### src/hw/colmix_pkg.sv
// color mixer shared definitions
package colmix_pkg;

    // layer pixel: bank over color
    localparam int pxl_w = 8;
    localparam int col_w = 4;

    // palette entry, blue high, green middle, red low
    localparam int rgb5_w = 15;

    // palette depth, overridden from the top level
    localparam int pal_aw_default = 10;

    // apb address map
    localparam int          apb_aw       = 13;
    localparam int          reg_base     = 12;
    localparam logic [12:0] reg_ctrl_off = 13'h1000;
    localparam logic [12:0] reg_id_off   = 13'h1004;
    localparam logic [31:0] id_value     = 32'h0C01_0251;

    // control register fields
    localparam int ctrl_w       = 5;
    localparam int ctrl_prio_b  = 0;
    localparam int ctrl_shadow_b = 1;
    localparam int ctrl_dim_lsb = 2;
    localparam int dim_w        = 3;

    // layer order behind the fix layer
    localparam logic prio_fix_obj_scr = 1'b0;
    localparam logic prio_fix_scr_obj = 1'b1;

    // object color used as a shadow mask
    localparam logic [3:0] shadow_color = 4'd15;

    // layer numbers placed above the pixel in the palette address
    localparam int lyr_fix = 1;
    localparam int lyr_obj = 2;
    localparam int lyr_scr = 3;

endpackage

### src/hw/colmix_apb_regs.sv
// APB palette and control registers
`timescale 1ns/100ps

module colmix_apb_regs (
    input  logic                                clk,
    input  logic                                rst,
    input  logic                                psel,
    input  logic                                penable,
    input  logic                                pwrite,
    input  logic [colmix_pkg::apb_aw-1:0]       paddr,
    input  logic [31:0]                         pwdata,
    output logic [31:0]                         prdata,
    output logic                                pready,
    output logic                                pslverr,
    // palette cpu port
    output logic                                cpu_we,
    output logic [colmix_pkg::reg_base-3:0]     cpu_addr,
    output logic [colmix_pkg::rgb5_w-1:0]       cpu_wdata,
    input  logic [colmix_pkg::rgb5_w-1:0]       cpu_rdata,
    // mixer controls
    output logic                                prio_order,
    output logic                                shadow_en,
    output logic [colmix_pkg::dim_w-1:0]        dim
);

    logic                            access;
    logic                            reg_sel;
    logic                            ctrl_hit;
    logic                            id_hit;
    logic                            pal_rd;
    logic                            rd_wait;
    logic [colmix_pkg::ctrl_w-1:0]   ctrl;

    assign access   = psel & penable;
    assign reg_sel  = paddr[colmix_pkg::reg_base];
    assign ctrl_hit = (paddr == colmix_pkg::reg_ctrl_off);
    assign id_hit   = (paddr == colmix_pkg::reg_id_off);
    assign pal_rd   = access & ~pwrite & ~reg_sel;

    // palette reads wait one cycle for the registered RAM output
    always_ff @(posedge clk or posedge rst) begin
        if (rst) begin
            rd_wait <= 1'b0;
        end else begin
            rd_wait <= pal_rd & ~rd_wait;
        end
    end

    assign pready  = access & (pwrite | reg_sel | rd_wait);
    assign pslverr = pready & reg_sel & ~ctrl_hit & ~id_hit;

    // palette write port, one cycle per transfer
    assign cpu_we    = access & pwrite & ~reg_sel;
    assign cpu_addr  = paddr[colmix_pkg::reg_base-1:2];
    assign cpu_wdata = pwdata[colmix_pkg::rgb5_w-1:0];

    always_ff @(posedge clk or posedge rst) begin
        if (rst) begin
            ctrl <= '0;
        end else if (access & pwrite & ctrl_hit) begin
            ctrl <= pwdata[colmix_pkg::ctrl_w-1:0];
        end
    end

    always_comb begin
        prdata = '0;
        if (!reg_sel) begin
            prdata[colmix_pkg::rgb5_w-1:0] = cpu_rdata;
        end else if (ctrl_hit) begin
            prdata[colmix_pkg::ctrl_w-1:0] = ctrl;
        end else if (id_hit) begin
            prdata = colmix_pkg::id_value;
        end
    end

    assign prio_order = ctrl[colmix_pkg::ctrl_prio_b];
    assign shadow_en  = ctrl[colmix_pkg::ctrl_shadow_b];
    assign dim        = ctrl[colmix_pkg::ctrl_dim_lsb +: colmix_pkg::dim_w];

endmodule

### config.mk
export PLATFORM = sky130hd
export DESIGN_NAME = colmix_apb_regs
export DESIGN_NICKNAME = d
export VERILOG_FILES = /design/src/hw/colmix_pkg.sv /design/src/hw/colmix_apb_regs.sv
export SDC_FILE = /design/constraint.sdc
export NUM_CORES = 1
export LEC_CHECK = 0
export ABC_AREA = 1
export BUFFER_PORTS_ARGS = -buffer_cell sky130_fd_sc_hd__buf_4
export CELL_PAD_IN_SITES_DETAIL_PLACEMENT = 1
export CELL_PAD_IN_SITES_GLOBAL_PLACEMENT = 1
export CORE_ASPECT_RATIO = 0.6
export CORE_MARGIN = 10
export CORE_UTILIZATION = 16
export DETAILED_ROUTE_END_ITERATION = 6
export PLACE_DENSITY = 0.81
export RECOVER_POWER = 50
export SLEW_MARGIN = 10
export SYNTH_ARGS = -nofsm -noshare
export SYNTH_HDL_FRONTEND = slang
export SYNTH_SLANG_ARGS = --single-unit
export TNS_END_PERCENT = 20
### constraint.sdc
create_clock -name clk -period 1.1 [get_ports clk]
set_clock_uncertainty 0.15 [all_clocks]
set_input_delay 0.11 -clock clk [delete_from_list [all_inputs] [get_ports clk]]
set_output_delay 0.11 -clock clk [all_outputs]
set_load 0.01 [all_outputs]
# Word-level counts from Yosys, hierarchy flattened

Index checks and enable logic that the tools add are counted.

Register bits after elaboration: 6
Input bits: 65
Output and inout port bits: 65
Word-level logic and storage cells: 27

Equal/unequal tests: 2
Muxes and demuxes: 5
Bitwise gates (word level): 18

Operators with widths:

| cell                                   | number |
|---|---|
| 28-bit 2-to-1 mux                      | 1 |
| 13-bit == test (second input constant) | 2 |
| 23-bit 2-to-1 mux                      | 1 |
| 17-bit 2-to-1 mux                      | 1 |
| 15-bit 2-to-1 mux                      | 1 |
| 1-bit AND                              | 11 |
| 5-bit 2-to-1 mux                       | 1 |
| 1-bit inverter                         | 5 |
| 1-bit bitwise OR                       | 2 |

# Depth between registers and ports, before layout

Word-level depth: 6
Gate-level depth with buffers: 7
Depth with buffers taken out: 7

# Worst setup path after synthesis

Ideal clock, no wire load.

Path kind: input-to-output
Start point: in paddr[8] in the netlist's numbering
End point: out prdata[26]
Arrival: 0.783 ns
Required time: 0.840 ns
Slack: 0.057 ns
Cell stages on the path: 6
Cell sequence: nor2_1 > nand2_1 > nor2_2 > nand2_1 > inv_1 > buf_4

Cells in the longest elaborated chain, start to end: 4

RTL lines:

| what                | RTL line              | source |
|---|---|---|
| start, declared     | colmix_apb_regs.sv:10 | `input logic [colmix_pkg::apb_aw-1:0] paddr,` |
| 13-bit == test      | colmix_apb_regs.sv:37 | `assign id_hit = (paddr == colmix_pkg::reg_id_off);` |
| 28-bit 2-to-1 mux   | colmix_apb_regs.sv:71 | `end else if (id_hit) begin` |
| 23-bit 2-to-1 mux * | colmix_apb_regs.sv:69 | `end else if (ctrl_hit) begin` |
| 17-bit 2-to-1 mux * | colmix_apb_regs.sv:67 | `if (!reg_sel) begin` |
| end, declared       | colmix_apb_regs.sv:12 | `output logic [31:0] prdata,` |

Mark *: on every way between the ends. The rest lies on a longest branch, timed or not.

# Worst setup path after layout

Start point: reg rd_wait
End point: out pready

Cells in the longest elaborated chain, start to end: 2

RTL lines:

| what                   | RTL line              | source |
|---|---|---|
| start, declared        | colmix_apb_regs.sv:31 | `logic rd_wait;` |
| start signal, assigned | colmix_apb_regs.sv:45 | `rd_wait <= pal_rd & ~rd_wait;` |
| 1-bit bitwise OR       | colmix_apb_regs.sv:49 | `assign pready = access & (pwrite \| reg_sel \| rd_wait);` |
| 1-bit AND              | colmix_apb_regs.sv:49 |  |
| end, declared          | colmix_apb_regs.sv:13 | `output logic pready,` |

No other way between the ends.

==> impl_metrics.toml <==
[detailed_routing]
firstDrtPassIters = 4
drc = 0
vias = 989
drtAntennaViolNets = 0
post_drt_via_cell_ratio = 3.70
drtIter0Drc = 24
routed_wl_um = 3790
wire_per_inst_um = 14.2

[timing]
period_needed_ps = 1200
fmax_mhz = 831
finalHoldViolCount = 0
setup_viol = 10
drv_slew = 0
tns_ps = -630
setup_slack_ps = -103
min_period_over_period_pct = 109
grt_setup_unrepaired = "yes"

[logic_synthesis]
ys_types = 14
synth_edf_count = 0
avgSynthCellArea_um2 = 6.21
synth_cells = 134
synth.most_common_cell = "buf_4"
yosys-top-cells-area = "buf_4, dfrtp_1, nand2_1, nor2_1, inv_1"
synth_flop_cell = "dfrtp_1"
netlist.area_leader.share_pct = 37.9
synth-seq-cells = 6
yosys.area.top_type = "buf_4"
ys_seq_area_share_pct = 18.0
yosysWarnings = 0
syn_area_um2 = 832
ys_async_sr_fraction_pct = 100
yosys-top-cells-count = "buf_4, nand2_1, nor2_1"

[finish]
layout-drive-gt1-share_pct = 55.2
multi_input_area_um2 = 472
diodes = 0
n_fill_cell = 645
area_growth_pct = 86.0
finalInstanceArea_mm2 = 0.00155
final_cells = 267
regArea_um2 = 150
final_nets = 268

[setup_path]
crit_family = "flip-flops"
r2r-end = "ctrl[0]"
worst-path-stages = 3
endpoint = "pready"
r2r_cells = 3
critPathArrivalTime_ps = 940
rrSetupSlack_ps = 190
slowest_stage = "dfrtp_1"
cp.required_ps = 840
cp_cell_sequence = "nor2_2 -> a21oi_2 -> buf_4"
critPathBufInv = 1
cp_slowest_stage_delay_ps = 390
r2r-start = "ctrl[0]"
critPathCaptureType = "primary output"
worstSetupStartpoint = "rd_wait"
crit_fanout = 2
worst-setup-path-type = "flip-flop to primary output"
crit_path_start_kind = "flip-flop"

[floorplanning]
die_x_um = 113
io_pins = 130
start_util_pct = 16.5
std_cell_rows = 20
chipHeight_um = 75.9
core_area_mm2 = 0.00505
dieArea_mm2 = 0.00858

[placement]
pre_cts_slack_ps = -195
dp_hpwl_um = 3200
numPortBuffers = 78
place_area_mm2 = 0.00131
place_inst = 258
place.gp.congestion = 0.683

[power_and_ir_drop]
peakVddDrop_mv = 0.231
power_uw = 958
powerDensity_mw_per_mm2 = 619
leakage_nw = 0.859

[flow_run]
maxCapViolCount = 0

[clock_tree]
clk_path_buf_depth = 2
cts_buffers = 3
cts_tree = "done"
numClockSinks = 6
clockRootBuffer = "clkbuf_8"
cts_max_level = 1
worstSkewPairLatency_ps = 220
clk_pin_slew_ps = 40

[global_routing]
grt_pass1_vias = 1144
antenna_found_initial = 0
track_usage_pct = 8.56
grt_max_degree = 12
grt_pass1_wl_um = 5960
grt_overflow = 0

[hold_path]
hp-class = "input pin to flip-flop"
worst_hold_startpoint = "pwdata[4]"

[status]
status = "finished with violations"
violations = "setup timing"
how the worst min path moves through the flow:
| stage | end | cells after the start |
|---|---|---|
| finish | ctrl[4] | 3 |
| global route | ctrl[2] | 3 |
| CTS | ctrl[4] | 3 |
| detailed placement | rd_wait | 2 |
| global placement | rd_wait | 2 |
| floorplan | ctrl[0] | 1 |
through the flow:
step | hold slack [ps] | util (%)
after floorplan | -249 | -
after global placement | -104 | 26.0
after detailed placement | -90.7 | 26.0
after CTS | 11.8 | 29.9
after global routing | 43.1 | 30.6
final | 12.2 | 30.6
metal layers:
metal	vias to the layer above	GRT usage, %	share of wire, %
met5	-	0	0
li1	488	-	-
met1	445	9.18	39
met3	7	2.12	6.7
met2	49	16.0	53
met4	0	3.78	1.5
state kept, by name, summed over array words and instances, names as in the netlist:
signal	flops
ctrl	5
rd_wait	1
logic make-up after synthesis:
kind of cell	after synthesis	share of synthesized area [%]
AOI/OAI and AO/OA	1	0.601
buffers and inverters	59	46.6
DFF	6	18.0
other	1	0.451
and+or+nand+nor	67	34.3
worst register-to-register path, stage by stage, from the launching register on:
cell and delay, ps:
dfrtp_1 400, buf_4 150, nand2_1 50, nand2_1 40
report_power, final:
group	internal [mW]	switching, mW
sequential	0.223	0.000878
combinational	0.206	0.189
clock	0.236	0.103
total	0.665	0.292
repair_timing:
| action | CTS | global route |
|---|---|---|
| endpoints found under the hold margin | 7 | 0 |
| pin swaps | 11 | 16 |
| hold buffers | 2 | 0 |
| cloned | 0 | 0 |
| setup endpoints to repair | 12 | 19 |
| setup buffers | 4 | 0 |
| gates resized for setup | 29 | 24 |
cell usage in the layout, fill, tap and decap left out:
cell type,count
a21oi_2,1
buf_12,1
buf_4,63
buf_6,15
buf_8,1
clkbuf_1,13
clkbuf_8,3
conb_1,14
dfrtp_1,6
dlygate4sd3_1,2
inv_1,13
inv_2,2
nand2_1,23
nand2_2,5
nand2_4,3
nand3_1,2
nand3_2,6
nand4_1,5
nor2_1,10
nor2_2,3
nor2_4,8
nor3_1,1
nor4_1,1
area by class of cell:
class                   instances  area share [%]
well taps                      66            5.34
multi-input cells              82            30.5
flip-flops and latches          6            9.70
inverters                      15            3.64
clock buffers                   3            2.67
repair buffers                 95            48.2
No activity file was read; power rests on OpenSTA's default activity.
