===== src/hw/colmix_pkg.sv =====
// color mixer shared definitions
package colmix_pkg;

    // layer pixel: bank over color
    localparam int pxl_w = 8;
    localparam int col_w = 4;

    // palette entry, blue high, green middle, red low
    localparam int rgb5_w = 15;

    // palette depth, overridden from the top level
    localparam int pal_aw_default = 10;

    // apb address map
    localparam int          apb_aw       = 13;
    localparam int          reg_base     = 12;
    localparam logic [12:0] reg_ctrl_off = 13'h1000;
    localparam logic [12:0] reg_id_off   = 13'h1004;
    localparam logic [31:0] id_value     = 32'h0C01_0251;

    // control register fields
    localparam int ctrl_w       = 5;
    localparam int ctrl_prio_b  = 0;
    localparam int ctrl_shadow_b = 1;
    localparam int ctrl_dim_lsb = 2;
    localparam int dim_w        = 3;

    // layer order behind the fix layer
    localparam logic prio_fix_obj_scr = 1'b0;
    localparam logic prio_fix_scr_obj = 1'b1;

    // object color used as a shadow mask
    localparam logic [3:0] shadow_color = 4'd15;

    // layer numbers placed above the pixel in the palette address
    localparam int lyr_fix = 1;
    localparam int lyr_obj = 2;
    localparam int lyr_scr = 3;

endpackage


===== src/hw/layer_prio_mux.sv =====
// layer priority and transparency mixer
`timescale 1ns/100ps

module layer_prio_mux #(
    parameter int pal_aw = colmix_pkg::pal_aw_default
) (
    input  logic                         clk,
    input  logic                         rst,
    input  logic                         pxl_cen,
    input  logic                         lhbl,
    input  logic                         lvbl,
    input  logic [colmix_pkg::pxl_w-1:0] fix_pxl,
    input  logic [colmix_pkg::pxl_w-1:0] obj_pxl,
    input  logic [colmix_pkg::pxl_w-1:0] scr_pxl,
    input  logic                         prio_order,
    input  logic                         shadow_en,
    output logic [pal_aw-1:0]            pal_addr,
    output logic                         shadow_px,
    output logic                         vis_px
);

    localparam int lyr_w = pal_aw - colmix_pkg::pxl_w;

    logic              fix_op;
    logic              obj_op;
    logic              scr_op;
    logic              obj_shd;
    logic              obj_first;
    logic              shd_hit;
    logic [pal_aw-1:0] addr_nx;

    // color 0 is transparent on every layer
    assign fix_op  = |fix_pxl[colmix_pkg::col_w-1:0];
    assign scr_op  = |scr_pxl[colmix_pkg::col_w-1:0];
    assign obj_shd = shadow_en & (obj_pxl[colmix_pkg::col_w-1:0] == colmix_pkg::shadow_color);
    assign obj_op  = |obj_pxl[colmix_pkg::col_w-1:0] & ~obj_shd;

    // object ahead of scroll in the current order
    assign obj_first = (prio_order == colmix_pkg::prio_fix_obj_scr);

    // shadow object that would have been on top
    assign shd_hit = obj_shd & ~fix_op & (obj_first | ~scr_op);

    always_comb begin
        addr_nx = '0;
        if (fix_op) begin
            addr_nx = {lyr_w'(colmix_pkg::lyr_fix), fix_pxl};
        end else if (obj_first) begin
            if (obj_op)
                addr_nx = {lyr_w'(colmix_pkg::lyr_obj), obj_pxl};
            else if (scr_op)
                addr_nx = {lyr_w'(colmix_pkg::lyr_scr), scr_pxl};
        end else begin
            if (scr_op)
                addr_nx = {lyr_w'(colmix_pkg::lyr_scr), scr_pxl};
            else if (obj_op)
                addr_nx = {lyr_w'(colmix_pkg::lyr_obj), obj_pxl};
        end
    end

    always_ff @(posedge clk or posedge rst) begin
        if (rst) begin
            shadow_px <= 1'b0;
            vis_px    <= 1'b0;
        end else if (pxl_cen) begin
            shadow_px <= shd_hit;
            vis_px    <= lhbl & lvbl;
        end
    end

    always_ff @(posedge clk) begin
        if (pxl_cen)
            pal_addr <= addr_nx;
    end

endmodule


===== config.mk =====
export PLATFORM = sky130hd
export DESIGN_NAME = layer_prio_mux
export DESIGN_NICKNAME = d
export VERILOG_FILES = /design/src/hw/colmix_pkg.sv /design/src/hw/layer_prio_mux.sv
export SDC_FILE = /design/constraint.sdc
export NUM_CORES = 1
export LEC_CHECK = 0
export ABC_AREA = 1
export BUFFER_PORTS_ARGS = -buffer_cell sky130_fd_sc_hd__buf_2
export CAP_MARGIN = 40
export CORE_MARGIN = 5
export CORE_UTILIZATION = 38
export CTS_CLUSTER_DIAMETER = 120
export DETAILED_ROUTE_END_ITERATION = 8
export PLACE_DENSITY = 0.73
export SYNTH_ARGS = -nofsm -noshare
export SYNTH_HDL_FRONTEND = slang
export SYNTH_SLANG_ARGS = --single-unit
export TNS_END_PERCENT = 20

===== constraint.sdc =====
create_clock -name clk -period 0.8 [get_ports clk]
set_clock_uncertainty 0.2 [all_clocks]
set_input_delay 0.04 -clock clk [delete_from_list [all_inputs] [get_ports clk]]
set_output_delay 0.04 -clock clk [all_outputs]
set_load 0.02 [all_outputs]

Word-level counts from Yosys, hierarchy flattened

Cells that the tools add are included.

Bits in registers: 12
Input port bits: 31
Output and inout port bits: 12
Logic and storage cells: 24

Eq/ne operators: 1
Multiplexer cells: 6
Bitwise operators: 10
Reduce and logical (&&, ||, !) cells: 3

Operator list:

| cell                                        | number |
|---|---|
| 10-bit 2-to-1 mux                           | 5 |
| 4-bit OR reduction                          | 3 |
| 8-bit 2-to-1 mux                            | 1 |
| 1-bit bitwise AND                           | 5 |
| 4-bit equality test (second input constant) | 1 |
| 1-bit NOT                                   | 4 |
| 1-bit OR                                    | 1 |

Longest topological paths before layout

Gate-level depths: netlist of the first run.

Depth in word-level cells: 8
Depth in mapped cells: 8
Gate-level depth less buffers: 8

Least setup slack after synthesis of the first run

No wires, ideal clock.

Kind: input -> register
Start point: input fix_pxl[2] (netlist bit)
End point: register pal_addr[6] (data pin)
Library setup time: 0.249 ns
Arrival: 0.649 ns
Data required time: 0.351 ns
Slack: -0.298 ns
Stages on the path: 7
Path buffers: 1
Cell sequence: inv_1 -> nand4_1 -> inv_2 -> buf_6 -> or2_0 -> nand2_1 -> inv_1

Cells in the longest elaborated chain, start to end: 2

Ends and longest elaborated chain:

| item                   | line                 | RTL |
|---|---|---|
| start: declaration     | layer_prio_mux.sv:12 | `input logic [colmix_pkg::pxl_w-1:0] fix_pxl,` |
| 4-bit OR reduction     | layer_prio_mux.sv:33 | `assign fix_op = \|fix_pxl[colmix_pkg::col_w-1:0];` |
| 8-bit 2-to-1 mux       | layer_prio_mux.sv:46 | `if (fix_op) begin` |
| via addr_nx[6]         | layer_prio_mux.sv:30 | `logic [pal_aw-1:0] addr_nx;` |
| end signal: assignment | layer_prio_mux.sv:73 | `pal_addr <= addr_nx;` |
| end: declaration       | layer_prio_mux.sv:17 | `output logic [pal_aw-1:0] pal_addr,` |

The timed path passes the listed nets, and every way through them passes these cells.
A chain may end at the register's enable or synchronous reset.

Final worst setup path of the first run

Start point: register pal_addr[0]
End point: output pal_addr[0]

No word-level cell between the ends.

==> results of run 1 <==
kinds of logic (layout without fill, tap and decap cells):
group	Yosys count	in the layout	share of synthesized area
simple gates	61	61	0.431
buf+inv	15	71	0.0856
flops	12	12	0.470
compound gates	2	2	0.0134
final timing paths:
path	startpoint	end	slack, ns
max	pal_addr[0]	pal_addr[0]	-0.26
min	lvbl	vis_px	-0.19
max reg2reg	shadow_px	shadow_px	-0.14
min reg2reg	vis_px	vis_px	0.31
max in group asynchronous	rst	vis_px	0.34
min in group asynchronous	rst	shadow_px	-0.05
registers in the layout, summed over array words and instances, names as in the netlist:
register and flops:
pal_addr 10, shadow_px 1, vis_px 1
stage by stage:
stage | setup slack [ns] | cells | instance area, sq um
after floorplan | -0.290 | 90 | 758
after global placement | -0.436 | 167 | 1060
after detailed placement | -0.456 | 167 | 1060
after CTS | -0.258 | 173 | 1120
after global routing | -0.295 | 173 | 1160
final | -0.259 | 173 | 1160
timing repair:
| action | CTS | global route |
|---|---|---|
| setup buffers | 1 | 0 |
| setup endpoints to repair | 24 | 24 |
| hold endpoints to repair | 22 | 22 |
| pin swaps | 6 | 1 |
| gates resized for setup | 8 | 10 |
power breakdown:
part / internal [mW] / total (mW) / switching, mW
clock: 0.181 / 0.389 / 0.208
combinational: 0.195 / 0.415 / 0.220
sequential: 0.729 / 0.744 / 0.0146
total: 1.11 / 1.55 / 0.442
layer usage:
| layer | GRT usage | share of wire |
|---|---|---|
| met5 | 0 | 0 |
| met4 | 0.124 | 0.028 |
| met3 | 0.0163 | 0.050 |
| met2 | 0.223 | 0.51 |
| met1 | 0.177 | 0.41 |
cell usage after synthesis, drive strengths merged:
cell / number
buf: 1
nand3: 10
nand4: 10
a21oi: 1
dfrtp: 2
edfxtp: 10
nand2: 31
inv: 13
o21ai: 1
nor2: 6
clkinv: 1
or2: 4
layout make-up:
cell class                 instances  area (sq um)  area share
sequential                        12           350       0.303
multi-input combinational         63           340       0.294
tap                               27          33.8      0.0292
inverter                          14          62.6      0.0541
clock buffer                       3          22.5      0.0195
timing repair buffer              53           343       0.297
clock inverter                     1          3.75     0.00325
==> results by group, run 1 <==
Run status
  – Status: finished, violations left
  – Failing checks: negative hold slack, negative setup slack

Power
  – Cell Pwr Density: 1340 nW/um^2
  – Pleak: 0.613 nW
  – Pwr Total: 1.55 mW
  – Peak supply drop: 0.000734 V

Floorplanning
  – Row cnt: 16
  – Chip width: 54.3 um
  – Core ar.: 1920 sq um
  – Die Y: 54.3 um
  – Starting Density: 0.388
  – Num ports: 43
  – Die area: 2950 sq um

Yosys
  – Unique masters post-synth: 18
  – Syn Nets: 121
  – Area contributors post-synth: edfxtp_1 (40%), nand2_1 (14%), nand4_1 (8.4%)
  – Syn Area/Cell: 8.29 sq um
  – Mapped cell area: 746 sq um
  – Yosys warning count: 0
  – Synth top area share: 0.403
  – Yosys reg bits: 12
  – Mapped Cells: 90
  – Sequential area share after synthesis: 0.470
  – Largest area contributor in the netlist: edfxtp_1

Clocking
  – Total CTS buffers: 3
  – CTS sink count: 12
  – Clk root buf: clkbuf_4
  – Clock transition at path regs: 0.07 ns
  – TritonCTS clock tree: built
  – Clk Latency, worst-skew pair: 0.28 ns
  – Hold buffer count at cts: 1
  – Clock Path Buffers: 2
  – H-tree depth: 1

GRT
  – Vias in the first global route: 725
  – Largest net degree at the start of global routing: 14
  – Total gr overflow: 0
  – GRT Util Overall: 0.145
  – Antenna violations before repair: 0
  – First-pass GRT wire length: 3.04 mm

Timing
  – Final-layout worst hold slack: -0.189 ns
  – Worst Slack Setup Final: -0.259 ns
  – RSZ-0062 raised after global routing: true
  – Endpoints failing setup: 24
  – Final clock period utilization by the worst path: 1.32
  – Fmax: 944 MHz
  – Fin. Hold Viols: 22
  – Slew Limit Fails: 0
  – Setup TNS: -4.28 ns
  – Tightest Pin Transition: 0.275 ns
  – Tmin final: 1.06 ns
  – Slew HR: 0.816

Layout
  – Synth-to-layout area growth: 55.0%
  – Ratio of cells with drive above 1 in the final layout: 0.500
  – Post-layout net count: 178
  – Filler cells: 170
  – Most common cell after layout, fill and taps aside: buf_2
  – Layout Utilization: 0.602
  – Commonest non-fill, non-tap cells in the layout: buf_2 (35), nand2_1 (25), nand4_1 (10), edfxtp_1 (10)
  – Diode count: 0

Routing
  – Via density per instance: 4.53
  – WL per Instance: 11.1 um
  – Pre-Repair DR Iteration Count: 4
  – Initial DRC count: 13
  – Routed Antenna Nets: 0
  – DR vias: 784
  – DRC Markers: 0
  – WL final: 1.92 mm

Job
  – Maxcap violations: 0

Critical path
  – CP Class: reg -> out
  – Worst path required time: 0.56 ns
  – Buf+Inv Stages, Crit Path: 1
  – Worst EP arrival: 0.82 ns
  – WP depth: 1
  – Worst R2R Path Depth: 3
  – Crit-path slowest cell: edfxtp_1
  – CP Launch Type: flop
  – Critical-path cell list: buf_6
  – Worst setup EP type: output pin
  – Dominant delay contributor by cell family on the critical path: flip-flops
  – Worst-path maximum fanout: 1
  – Max incr delay on CP: 0.39 ns

Hold path
  – Worst Hold Depth: 3
  – Worst min-delay path category: in -> reg

Place
  – RD Place Congestion: 0.778
  – I/O Buffers: 42
  – Post-DP HPWL: 1.53 mm
No activity file was read; power rests on OpenSTA's default activity.
==> run 2, diff against run 1 <==
- SKIP_LAST_GASP: default -> 1
==> results by group, run 2 (synthesis gave the netlist of run 1 again) <==
Timing
  – Fin. Hold Viols: 22 (unchanged)
  – Slew Limit Fails: 0 (unchanged)
  – Fmax: 939 MHz (-0.47%)
  – Tightest Pin Transition: 0.266 ns (-0.00905 ns)
  – Endpoints failing setup: 24 (unchanged)
  – Tmin final: 1.06 ns (+0.00503 ns)
  – Final clock period utilization by the worst path: 1.33 (+0.00629)
  – Final-layout worst hold slack: -0.199 ns (-0.0106 ns)
  – Setup TNS: -4.40 ns (-0.117 ns)
  – Slew HR: 0.822 (+0.00603)
  – RSZ-0062 raised after global routing: true
  – Worst Slack Setup Final: -0.264 ns (-0.00504 ns)

Layout
  – Layout Utilization: 0.593 (-0.00846)
  – Diode count: 0 (unchanged)
  – Largest regs: pal_addr: 10 flops, shadow_px: 1 flops, vis_px: 1 flops
  – Commonest non-fill, non-tap cells in the layout: buf_2 (36), nand2_1 (26), nand4_1 (10), edfxtp_1 (10), buf_4 (10)
  – Register area: 350 sq um (unchanged)
  – Filler cells: 175 (+2.9%)
  – Area of the multi-input gates: 334 sq um (-1.8%)
  – Most flops, register: pal_addr
  – Post-layout net count: 178 (unchanged)
  – Ratio of cells with drive above 1 in the final layout: 0.479 (-0.0205)
  – Final Cell Area: 1140 sq um (-1.4%)
  – Largest register FFs: 10 (unchanged)
  – Synth-to-layout area growth: 52.9%
  – Most common cell after layout, fill and taps aside: buf_2

Power
  – Pleak: 0.611 nW (-0.41%)
  – Cell Pwr Density: 1350 nW/um^2 (+0.92%)
  – Pwr Total: 1.54 mW (-0.50%)
  – Peak supply drop: 0.000622 V (-15%)

Place
  – RD Place Congestion: 0.778 (unchanged)
  – Post-DP HPWL: 1.53 mm (unchanged)
  – I/O Buffers: 42 (unchanged)
  – Place WS: -0.456 ns (unchanged)
  – Placed cell area: 1060 sq um (unchanged)

Hold path
  – Worst Hold Depth: 3 (unchanged)
  – Hold Crit Endpoint: vis_px
  – Worst min-delay path category: in -> reg
  – Hold Path Origin: lvbl

Critical path
  – Worst path required time: 0.56 ns (about the same)
  – CP Launch Type: flop
  – Buf+Inv Stages, Crit Path: 1 (unchanged)
  – Worst setup EP type: output pin
  – CP Class: reg -> out
  – R2r setup slk: -0.14 ns (about the same)
  – Critical-path cell list: buf_6
  – Worst r2r dst: shadow_px
  – Dominant delay contributor by cell family on the critical path: flip-flops
  – Worst-path maximum fanout: 2 (+1)
  – RR Startpoint: shadow_px
  – Worst EP arrival: 0.82 ns (about the same)
  – Max incr delay on CP: 0.40 ns (about the same)
  – WP depth: 1 (unchanged)
  – Crit-path slowest cell: dfrtp_1
  – Worst R2R Path Depth: 3 (unchanged)

Floorplanning
  – Num ports: 43 (unchanged)
  – Die area: 2950 sq um (unchanged)
  – Core ar.: 1920 sq um (unchanged)
  – Chip width: 54.3 um (unchanged)
  – Row cnt: 16 (unchanged)
  – Starting Density: 0.388 (unchanged)
  – Die Y: 54.3 um (unchanged)

Clocking
  – H-tree depth: 1 (unchanged)
  – Hold buffer count at cts: 1 (unchanged)
  – Clk root buf: clkbuf_4
  – Clock transition at path regs: 0.07 ns (about the same)
  – TritonCTS clock tree: built
  – Clk Latency, worst-skew pair: 0.28 ns (about the same)
  – CTS sink count: 12 (unchanged)
  – Total CTS buffers: 3 (unchanged)
  – Clock Path Buffers: 2 (unchanged)

Routing
  – DR vias: 777 (-0.89%)
  – DRC Markers: 0 (unchanged)
  – WL final: 1.93 mm (+0.63%)
  – Via density per instance: 4.49 (-0.89%)
  – Pre-Repair DR Iteration Count: 4 (unchanged)
  – Initial DRC count: 12 (-1)
  – WL per Instance: 11.2 um (+0.62%)
  – Routed Antenna Nets: 0 (unchanged)

Run status
  – Status: finished, violations left
  – Failing checks: negative hold slack, negative setup slack

GRT
  – Vias in the first global route: 728 (+0.41%)
  – GRT Util Overall: 0.144 (-0.000569)
  – First-pass GRT wire length: 3.02 mm (-0.46%)
  – Total gr overflow: 0 (unchanged)
  – Antenna violations before repair: 0 (unchanged)
  – Largest net degree at the start of global routing: 14 (unchanged)

Job
  – Maxcap violations: 0 (unchanged)
run 2: cell counts in the layout (fill, tap and decap cells not counted):
No cell type changed its count.
run 2: per-layer routing:
| metal | GRT usage | wire length [um] | up-vias |
|---|---|---|---|
| met3 | 0.0163 | 89 | 6 |
| li1 | - | - | 408 |
| met2 | 0.223 | 944 | 21 |
| met4 | 0.124 | 71 | 0 |
| met5 | 0 | 0 | - |
| met1 | 0.176 | 827 | 342 |
run 2: where the power goes:
group | switching, mW | internal (mW)
registers | 0.0144 | 0.729
logic | 0.219 | 0.191
clock network | 0.205 | 0.181
total | 0.439 | 1.10
run 2: repair_timing:
item / 4_1_cts / 5_1_grt
setup buffers: 1 / 0
endpoints found under the hold margin: 22 / 22
pin swaps: 0 / 0
setup endpoints to repair: 24 / 24
gates resized for setup: 4 / 8
run 2: through the flow:
stage,hold WS (ns),instances
6_report,-0.199,173
2_1_floorplan,-0.419,90
4_1_cts,-0.198,173
5_1_grt,-0.186,173
3_5_place_dp,-0.309,167
3_3_place_gp,-0.312,167
run 2: how the worst max path moves through the flow:
stage,slack (ns),from,endpoint
finish,-0.26,shadow_px,shadow_px
global route,-0.29,pal_addr[5],pal_addr[5]
CTS,-0.26,vis_px,vis_px
detailed placement,-0.46,obj_pxl[3],pal_addr[4]
global placement,-0.44,fix_pxl[0],pal_addr[5]
floorplan,-0.29,fix_pxl[0],pal_addr[6]
run 2: layout make-up:
class                      count  area share
tap                           27      0.0296
inverter                      14      0.0549
timing repair buffer          53       0.292
sequential                    12       0.307
multi-input combinational     63       0.293
clock inverter                 1     0.00329
clock buffer                   3      0.0198
run 2: worst register-to-register path: stages, from the launching register on:
cell and delay (ns):
dfrtp_1 0.40, buf_4 0.14, nand2_1 0.05, o21ai_1 0.05
