[src/hw/colmix_pkg.sv]
// color mixer shared definitions
package colmix_pkg;

    // layer pixel: bank over color
    localparam int pxl_w = 8;
    localparam int col_w = 4;

    // palette entry, blue high, green middle, red low
    localparam int rgb5_w = 15;

    // palette depth, overridden from the top level
    localparam int pal_aw_default = 10;

    // apb address map
    localparam int          apb_aw       = 13;
    localparam int          reg_base     = 12;
    localparam logic [12:0] reg_ctrl_off = 13'h1000;
    localparam logic [12:0] reg_id_off   = 13'h1004;
    localparam logic [31:0] id_value     = 32'h0C01_0251;

    // control register fields
    localparam int ctrl_w       = 5;
    localparam int ctrl_prio_b  = 0;
    localparam int ctrl_shadow_b = 1;
    localparam int ctrl_dim_lsb = 2;
    localparam int dim_w        = 3;

    // layer order behind the fix layer
    localparam logic prio_fix_obj_scr = 1'b0;
    localparam logic prio_fix_scr_obj = 1'b1;

    // object color used as a shadow mask
    localparam logic [3:0] shadow_color = 4'd15;

    // layer numbers placed above the pixel in the palette address
    localparam int lyr_fix = 1;
    localparam int lyr_obj = 2;
    localparam int lyr_scr = 3;

endpackage

[src/hw/color_out.sv]
// RGB output stage with shadow and dimming
`timescale 1ns/100ps

module color_out (
    input  logic                          clk,
    input  logic                          rst,
    input  logic                          pxl_cen,
    input  logic [colmix_pkg::rgb5_w-1:0] pix_rgb5,
    input  logic                          shadow_px,
    input  logic                          vis_px,
    input  logic [colmix_pkg::dim_w-1:0]  dim,
    output logic [7:0]                    red,
    output logic [7:0]                    green,
    output logic [7:0]                    blue
);

    logic shadow_d;
    logic vis_d;

    // expand, halve when shadowed, then scale by (8 - dim) / 8
    function automatic logic [7:0] chan_out(
        input logic [4:0]                     c5,
        input logic                           shd,
        input logic [colmix_pkg::dim_w-1:0]   dm
    );
        logic [7:0]  c8;
        logic [3:0]  gain;
        logic [11:0] prod;
        c8   = {c5, c5[4:2]};
        if (shd)
            c8 = c8 >> 1;
        gain = 4'd8 - {1'b0, dm};
        prod = c8 * gain;
        return prod[10:3];
    endfunction

    // flags wait one stage for the palette lookup
    always_ff @(posedge clk or posedge rst) begin
        if (rst) begin
            shadow_d <= 1'b0;
            vis_d    <= 1'b0;
        end else if (pxl_cen) begin
            shadow_d <= shadow_px;
            vis_d    <= vis_px;
        end
    end

    always_ff @(posedge clk or posedge rst) begin
        if (rst) begin
            red   <= '0;
            green <= '0;
            blue  <= '0;
        end else if (pxl_cen) begin
            if (vis_d) begin
                red   <= chan_out(pix_rgb5[4:0], shadow_d, dim);
                green <= chan_out(pix_rgb5[9:5], shadow_d, dim);
                blue  <= chan_out(pix_rgb5[14:10], shadow_d, dim);
            end else begin
                // blanking
                red   <= '0;
                green <= '0;
                blue  <= '0;
            end
        end
    end

endmodule

[config.mk]
export PLATFORM = sky130hd
export DESIGN_NAME = color_out
export DESIGN_NICKNAME = d
export VERILOG_FILES = /design/src/hw/colmix_pkg.sv /design/src/hw/color_out.sv
export SDC_FILE = /design/constraint.sdc
export NUM_CORES = 1
export LEC_CHECK = 0
export ABC_AREA = 0
export ABC_CLOCK_PERIOD_IN_PS = 4960
export BUFFER_PORTS_ARGS = -buffer_cell sky130_fd_sc_hd__buf_2
export CORE_ASPECT_RATIO = 0.8
export CORE_MARGIN = 2
export CORE_UTILIZATION = 55
export DETAILED_ROUTE_END_ITERATION = 8
export PLACE_DENSITY = 0.8
export SLEW_MARGIN = 10
export SYNTH_ARGS = -nofsm -noshare
export SYNTH_HDL_FRONTEND = slang
export SYNTH_SLANG_ARGS = --single-unit
export TNS_END_PERCENT = 1
[constraint.sdc]
create_clock -name clk -period 4.96 [get_ports clk]
set_input_delay 0.496 -clock clk [delete_from_list [all_inputs] [get_ports clk]]
set_output_delay 0.496 -clock clk [all_outputs]
set_load 0.02 [all_outputs]
; After elaboration in Yosys (flattened, before gate mapping)
; Cells that the tools add are included.
[totals]
elab_cells = 21
output_inout_bits = 24
reg_bits = 26
[op_classes]
add_sub_neg = 1
n_mul = 3
mux = 12
[ops]
columns = cell, count
row1 = two-way mux 8 bit, 12
row2 = multiplier 8 x 4 -> 11 bit, 3
row3 = "subtractor 4 x 3 -> 4 bit, first input constant", 1

; Depth between registers and ports, before layout
; Gate-level depths: netlist (run 1).
[logic_depth]
depth_word = 5
ltp_mapped = 16
depth_no_buf = 14

; Worst setup path after synthesis (run 1)
; Ideal clock, no wire load.
[synth_timing]
path_type = in2reg
from = input port dim[0] in the netlist's numbering
to = register green[7]
arrival_time_ns = 4.427
path_slack_ns = 0.442
setup_ns = 0.090
t_required_ns = 4.870
path_stages = 16
path_cell_list = clkbuf_1 -> inv_1 -> ha_1 -> xor2_1 -> clkbuf_1 -> nor2_1 -> fa_1 -> inv_1 -> fa_1 -> inv_1 -> ha_1 -> a21o_1 -> a21oi_1 -> a21oi_1 -> or4_1 -> o221ai_1
[synth_via]
elab_chain_len = 3
[synth_lines]
columns = item, line_no
row1 = start: declaration, color_out.sv:11  ; input logic [colmix_pkg::dim_w-1:0] dim,
row2 = subtractor 4 x 3 -> 4 bit, color_out.sv:32  ; gain = 4'd8 - {1'b0, dm};
row3 = multiplier 8 x 4 -> 11 bit, color_out.sv:33  ; prod = c8 * gain;
row4 = two-way mux 8 bit, color_out.sv:54  ; if (vis_d) begin
row5 = end signal: assignment, color_out.sv:56  ; green <= chan_out(pix_rgb5[9:5], shadow_d, dim);
row6 = end: declaration, color_out.sv:13  ; output logic [7:0] green,
; Every way passes these cells.
; A chain may end at the register's enable or synchronous reset.

; Worst setup path after layout (run 1)
[layout_timing]
from = register shadow_d
to = register red[7]
[layout_via]
elab_chain_len = 5
[layout_lines]
columns = item, line_no
row1 = start: declaration, color_out.sv:17  ; logic shadow_d;
row2 = start signal: assignment, color_out.sv:43  ; shadow_d <= shadow_px;
row3 = two-way mux 8 bit, color_out.sv:30  ; if (shd)
row4 = two-way mux 8 bit, color_out.sv:54
row5 = two-way mux 8 bit, color_out.sv:53  ; end else if (pxl_cen) begin
row6 = multiplier 8 x 4 -> 11 bit, color_out.sv:33
row7 = two-way mux 8 bit, color_out.sv:54
row8 = end signal: assignment, color_out.sv:55  ; red <= chan_out(pix_rgb5[4:0], shadow_d, dim);
row9 = end: declaration, color_out.sv:12  ; output logic [7:0] red,
; Every way passes these cells. The select of a mux whose other input is x is not followed.

==> flow_summary.ini, run 1 <==
[status]
status = finished clean

[sta]
report.final.hold_viol_count = 0
timing.final.setup_violations = 0
fin_crit_ps = 4533
final.setup.tns_ps = 0
max_slew.worst_pin.slew_ps = 1001
grt_setup_unrepaired = false
fin_ws_ps = 427.3
post-route-period-util_pct = 91.38
max-slew-margin-rel_pct = 33.27
timing_max_transition_violations_final = 0
max_clock_freq_mhz = 220.6
skew_ps = 1.673

[finish]
layout_cells_sized_above_1_pct = 13.77
layout_net_count = 540
nFillCells = 534
multiInputGateArea_mm2 = 0.002574
ff_latch_area_um2 = 650.6
fin_util_pct = 62.13
instances_no_fill = 527
synthToLayoutAreaGrowth_pct = 9.756
num_antenna_cells = 0

[synth]
synth-xor-area-share_pct = 5.366
synthFlopType = sky130_fd_sc_hd__dfrtp_1
synthSimpleGateAreaFrac_pct = 15.99
synth_top_cell_area_share_pct = 20.07
synth_area_per_cell_um2 = 8.888
post_synth_main_area_contributors = sky130_fd_sc_hd__fa_1, sky130_fd_sc_hd__dfrtp_1, sky130_fd_sc_hd__ha_1, sky130_fd_sc_hd__inv_1, sky130_fd_sc_hd__nor2b_1
synthMuxAreaShare_pct = 5.226
synth_cell_types = 34
synth_compound_area_share_pct = 12.13
synthesis.nets = 500
synth_adder_area_share_pct = 32.96
synth_edf_count = 0
synth.yosys.seq_area_share_pct = 18.12
yosys_warnings = 0
syn-cell-area_mm2 = 0.003591
yosysTopAreaCell = sky130_fd_sc_hd__fa_1
share_of_synthesized_flip_flops_with_an_asynchronous_set_or_reset_pct = 100.0
ys_seq_elements = 26
postSynthCellCount = 404
synth_top_family_by_area = adder cells
yosys.cell_count.top_type = sky130_fd_sc_hd__inv_1
ys_top_cells_by_count = sky130_fd_sc_hd__inv_1, sky130_fd_sc_hd__nor2_1, sky130_fd_sc_hd__ha_1

[floorplanning]
die_h_um = 76.27
initial_util_pct = 56.61
die-width_um = 94.34
rows = 26
floorplan.io_pins = 47
floorplan.die_area_mm2 = 0.007195
coreArea_mm2 = 0.006344

[global_route]
grt_start_max_net_pins = 31
antenna_found_initial = 0
wire_length_of_the_first_global_routing_pass_mm = 13.37
grt.total_usage_pct = 23.27
vias_in_the_first_global_route = 2742
grt_overflow = 0

[power]
power_density_mw_per_mm2 = 299.3
power_switching_share_pct = 45.83
max-vdd-ir-drop_mv = 0.1170
finalPower_mw = 1.179
comb_power_share_pct = 63.3
intPower_mw = 0.6389
leakagePower_nw = 2.143
power.clock.fraction_pct = 11.4
sequentialPowerShare_pct = 25.3
p_sw_mw = 0.5406

[setup_path]
worstPathCellList = buf_4, mux2i_1, nor2_1, fa_1, inv_1, fa_1, inv_1, ha_1, a21o_1, a21oi_1, a21oi_1, or4_1, o221ai_1
critPathSlowestCell = sky130_fd_sc_hd__dfrtp_1
timing.critical_path.from_type = register
r2r_slack_ps = 430
critical_path_peak_fanout = 23
timing.critical_path.arrival_ps = 4710
worst-endpoint-required_ps = 5140
worstPathBufferInverterCount = 3
worstSetupPathType = register to register
worst_r2r_startpoint = shadow_d
reg_to_reg_end = red[7]
cp_max_stage_delay_ps = 1000
critPathCaptureType = register
ff2ff_path_depth = 13
critical-path-top-delay-family = adder cells

[cts]
cts_inserted_buffers = 3
maximum_root_to_sink_buffer_count = 2
cts.repair_timing.setup_buffer_count = 0
htreeDepth = 1
worstSkewPairLatency_ps = 270
holdBufCountCts = 0
post_cts.resized_instances = 0
cts-root-buf = sky130_fd_sc_hd__clkbuf_8
cts.sink_count = 26
clk_pin_slew_worst_paths_ps = 80
cts_tree = yes

[routing]
drt-wirelength-per-cell_um = 15.02
detailedRoute.firstPassIterationCount = 5
route.antenna.remaining_nets = 0
drtIter0Drc = 134
finalWirelength_mm = 7.918
remaining_drc_errors = 0
route.vias.total = 2854
vias_per_cell = 5.416

[placed_design]
dpl.cell_count = 523
routabilityCongestion = 0.9215
detailedPlace.worstSlack_ps = 491.8
buffer_ports.inserted = 46
place.detailed.hpwl_mm = 6.581

[flow_run]
drv_cap = 0

[hold_path]
hp-class = primary input to async pin
-- per-stage QoR --
stage	hold WS, ps	area [um2]
after global routing	453.7	3941
after global placement	512.8	3886
final	418.7	3941
after floorplan	536.0	3591
after CTS	449.1	3941
after detailed placement	515.5	3886
-- state kept, by name (all words and copies together), names as in the netlist --
name,count
blue,8
green,8
red,8
shadow_d,1
vis_d,1
-- routing by layer --
layer  routed length (um)  track usage [%]  share of wire, %  up-vias
met5                    0                0                 0        -
met4                   92            5.652               1.2        0
met3                  541            1.978               6.8       11
met2                 3233            33.07                41      106
met1                 4050            38.13                51     1343
li1                     -                -                 -     1394
-- how the worst max path moves through the flow --
| stage | startpoint | endpoint | slack (ps) | depth (start not counted) |
|---|---|---|---|---|
| 3_5_place_dp | dim[0] | red[7] | 490 | 16 |
| 5_1_grt | shadow_d | red[7] | 150 | 12 |
| 4_1_cts | shadow_d | red[7] | 490 | 13 |
| 6_report | shadow_d | red[7] | 430 | 13 |
| 3_3_place_gp | shadow_d | red[7] | 590 | 13 |
| 2_1_floorplan | dim[0] | green[7] | 440 | 16 |
-- logic make-up (layout without fill, tap and decap cells) --
| family | count (synthesis) | in the layout |
|---|---|---|
| muxes | 17 | 17 |
| xor gates and xnor gates | 22 | 22 |
| buffers and inverters | 95 | 134 |
| and+or+nand+nor | 111 | 111 |
| DFF | 26 | 26 |
| AOI/OAI and AO/OA | 60 | 60 |
| adders and majority gates | 73 | 73 |
-- layout make-up --
cell class / instances / area share, %
flip-flops and latches: 26 / 16.51
inverters: 81 / 7.714
multi-input cells: 283 / 65.30
repair buffers: 49 / 6.413
clock buffers: 4 / 1.397
well taps: 84 / 2.667
-- power groups by stage --
| stage | logic [mW] | registers (mW) | clock network, mW |
|---|---|---|---|
| 2_1_floorplan | 0.486 | 0.363 | 0 |
| 3_3_place_gp | 0.715 | 0.301 | 0 |
| 3_5_place_dp | 0.739 | 0.303 | 0 |
| 4_1_cts | 0.743 | 0.299 | 0.137 |
| 5_1_grt | 0.837 | 0.307 | 0.147 |
| 6_report | 0.747 | 0.298 | 0.135 |
-- layout by cell type, fill, tap and decap left out, drive strengths merged, types with 7 or more instances in the layout --
cell type,n
nand2,16
fa,36
a21oi,9
dfrtp,26
nand2b,12
ha,37
nor2,39
o22ai,18
xnor2,15
mux2i,12
nor2b,24
inv,81
a21o,12
buf,49
xor2,7
No activity file was read; power rests on OpenSTA's default activity.
==> inputs of run 2 (changes only) <==
--- a/config.mk
+++ b/config.mk
@@ -5,14 +5,14 @@
 export SDC_FILE = /design/constraint.sdc
 export NUM_CORES = 1
 export LEC_CHECK = 0
-export ABC_AREA = 0
-export ABC_CLOCK_PERIOD_IN_PS = 4960
+export ABC_AREA = 1
+export ABC_CLOCK_PERIOD_IN_PS = 5860
 export BUFFER_PORTS_ARGS = -buffer_cell sky130_fd_sc_hd__buf_2
 export CORE_ASPECT_RATIO = 0.8
 export CORE_MARGIN = 2
 export CORE_UTILIZATION = 55
 export DETAILED_ROUTE_END_ITERATION = 8
-export PLACE_DENSITY = 0.8
+export PLACE_DENSITY = 0.79
 export SLEW_MARGIN = 10
 export SYNTH_ARGS = -nofsm -noshare
 export SYNTH_HDL_FRONTEND = slang
==> constraint.sdc (replaced) <==
create_clock -name clk -period 5.86 [get_ports clk]
set_input_delay 0.586 -clock clk [delete_from_list [all_inputs] [get_ports clk]]
set_output_delay 0.586 -clock clk [all_outputs]
set_load 0.02 [all_outputs]
==> run 2 against run 1 <==
Effect of this change: non-clock buffer count down 2; final cell count grew 21%; design area up 1.7%; sequential cell count stayed put; combinational power down 15%; critical path type is now primary input to register; largest cell class unchanged.
==> flow_summary.ini, run 2 <==
[power]
leakagePower_nw = 2.386
power_density_mw_per_mm2 = 248.0
max-vdd-ir-drop_mv = 0.1260

[synth]
ys_seq_elements = 26
postSynthCellCount = 512
yosysTopAreaCell = sky130_fd_sc_hd__fa_1
yosys.cell_count.top_type = sky130_fd_sc_hd__nand2_1
synth_cell_types = 27
syn-cell-area_mm2 = 0.003670
ys_top_cells_by_count = sky130_fd_sc_hd__nand2_1, sky130_fd_sc_hd__inv_1, sky130_fd_sc_hd__nor2_1
synthesis.nets = 608
yosys_warnings = 0
synthFlopType = sky130_fd_sc_hd__dfrtp_1
synth_area_per_cell_um2 = 7.168
synth_edf_count = 0
share_of_synthesized_flip_flops_with_an_asynchronous_set_or_reset_pct = 100.0
synth_top_cell_area_share_pct = 19.64
post_synth_main_area_contributors = sky130_fd_sc_hd__fa_1, sky130_fd_sc_hd__dfrtp_1, sky130_fd_sc_hd__ha_1, sky130_fd_sc_hd__nand2_1, sky130_fd_sc_hd__inv_1
synth.yosys.seq_area_share_pct = 17.73

[flow_run]
drv_cap = 0

[routing]
route.vias.total = 3358
remaining_drc_errors = 0
route.antenna.remaining_nets = 0
drt-wirelength-per-cell_um = 13.67
finalWirelength_mm = 8.696
drtIter0Drc = 220
vias_per_cell = 5.280
detailedRoute.firstPassIterationCount = 5

[global_route]
grt_start_max_net_pins = 27
grt.total_usage_pct = 25.83
grt_overflow = 0
vias_in_the_first_global_route = 3395
antenna_found_initial = 0
wire_length_of_the_first_global_routing_pass_mm = 15.23

[finish]
num_antenna_cells = 0
multiInputGateArea_mm2 = 0.002582
layout_net_count = 649
biggestRegsByFlops = blue x8, green x8, red x8
final_cell_mix = sky130_fd_sc_hd__nand2_1, sky130_fd_sc_hd__inv_1, sky130_fd_sc_hd__nor2_1
leading_cell_type_in_the_layout_fill_and_taps_excluded = sky130_fd_sc_hd__nand2_1
nFillCells = 597
finalInstanceArea_mm2 = 0.004010
ff_latch_area_um2 = 650.6
layout_cells_sized_above_1_pct = 15.40
synthToLayoutAreaGrowth_pct = 9.274

[sta]
post-route-period-util_pct = 76.72
final.setup.tns_ps = 0
skew_ps = 5.220
timing.final.setup_violations = 0
fin_crit_ps = 4496
max_slew.worst_pin.slew_ps = 995.1
grt_setup_unrepaired = false
timing_max_transition_violations_final = 0
max-slew-margin-rel_pct = 33.59
max_clock_freq_mhz = 222.4
report.final.hold_viol_count = 0

[cts]
cts-root-buf = sky130_fd_sc_hd__clkbuf_8
cts_tree = yes
clk_pin_slew_worst_paths_ps = 90
worstSkewPairLatency_ps = 280
post_cts.resized_instances = 0
holdBufCountCts = 0
cts_inserted_buffers = 3
cts.sink_count = 26
cts.repair_timing.setup_buffer_count = 0
maximum_root_to_sink_buffer_count = 2
htreeDepth = 1

[floorplanning]
floorplan.io_pins = 47
initial_util_pct = 57.26
die-width_um = 95.33
floorplan.die_area_mm2 = 0.007346
coreArea_mm2 = 0.006409
rows = 26
die_h_um = 77.06

[setup_path]
worstSetupPathType = primary input to register
timing.critical_path.arrival_ps = 4660
worst-endpoint-required_ps = 6020
critPathCaptureType = register
timing.critical_path.from_type = primary input
critical_path_peak_fanout = 13

[hold_path]
hp-class = register to register

[placed_design]
place.detailed.hpwl_mm = 7.321
detailed_place.area_mm2 = 0.003955
buffer_ports.inserted = 46
routabilityCongestion = 0.9215

[status]
status = finished clean
[run 2: changes by cell type in the layout (fill, tap and decap cells not counted), moves of 14 or more]
cell / before / now
sky130_fd_sc_hd__nor2b_1: 24 / 0
sky130_fd_sc_hd__o21ai_0: 3 / 17
sky130_fd_sc_hd__nand3_1: 3 / 28
sky130_fd_sc_hd__nand2_1: 16 / 118
sky130_fd_sc_hd__inv_1: 81 / 98
sky130_fd_sc_hd__o22ai_1: 18 / 0
sky130_fd_sc_hd__nor2_1: 39 / 70
[run 2: per-layer routing]
metal	vias to the layer above	routed length, um	track usage, %	part of all wire [%]
met5	-	0	0	0
met3	11	501	1.866	5.8
met4	0	101	5.942	1.2
li1	1635	-	-	-
met2	107	4038	42.18	46
met1	1605	4055	37.34	47
[run 2: layout make-up]
cell class	count	area share, %
multi-input cells	374	64.40
repair buffers	47	5.928
inverters	101	9.454
clock buffers	4	1.373
flip-flops and latches	26	16.22
well taps	84	2.621
[run 2: critical path: stages]
cell and delay (ps):
sky130_fd_sc_hd__buf_2 160, sky130_fd_sc_hd__inv_1 330, sky130_fd_sc_hd__ha_1 230, sky130_fd_sc_hd__xor2_1 430
sky130_fd_sc_hd__buf_4 280, sky130_fd_sc_hd__nor2_1 110, sky130_fd_sc_hd__fa_1 510, sky130_fd_sc_hd__fa_1 570
sky130_fd_sc_hd__inv_1 70, sky130_fd_sc_hd__fa_1 420, sky130_fd_sc_hd__inv_1 100, sky130_fd_sc_hd__nand3_1 70
sky130_fd_sc_hd__nand2_1 90, sky130_fd_sc_hd__nand2_1 70, sky130_fd_sc_hd__o21ai_0 280, sky130_fd_sc_hd__nand2_1 120
sky130_fd_sc_hd__nand2_1 70, sky130_fd_sc_hd__nand2_1 40, sky130_fd_sc_hd__nand3_1 60, sky130_fd_sc_hd__nand2_1 70
[run 2: final timing paths]
kind | slack (ps) | to | depth (start not counted) | startpoint
max in group asynchronous | 4730 | blue[7] | 2 | rst
max | 1360 | red[7] | 20 | dim[0]
max reg2reg | 1530 | green[7] | 18 | shadow_d
min reg2reg | 490 | red[5] | 2 | red[5]
min in group asynchronous | 530 | blue[0] | 2 | rst
min | 490 | red[5] | 2 | red[5]
[run 2: logic make-up after synthesis]
group / Yosys count / share of synthesized area, %
buf+inv: 112 / 11.90
simple gates: 248 / 29.12
compound gates: 42 / 6.239
mux: 4 / 1.091
xor+xnor: 7 / 1.671
flops: 26 / 17.73
fa+ha+maj: 73 / 32.25
[run 2: where the power goes]
part / total (mW) / switching [mW] / internal (mW)
Sequential: 0.243 / 0.0249 / 0.218
Clock: 0.119 / 0.0591 / 0.0602
Combinational: 0.633 / 0.405 / 0.227
Total: 0.995 / 0.489 / 0.505
[run 2: through the flow]
step / hold slack, ps / setup WS, ps / power, mW / util (%) / instances
after floorplan: 507.1 / 1333 / 0.7093 / - / 512
after global placement: 459.0 / 1320 / 0.8480 / 61.71 / 632
after detailed placement: 465.2 / 1139 / 0.8730 / 61.71 / 632
after CTS: 489.7 / 1402 / 0.9975 / 62.57 / 636
after global routing: 514.8 / 972.9 / 1.111 / 62.57 / 636
final: 487.2 / 1364 / 0.9946 / 62.57 / 636
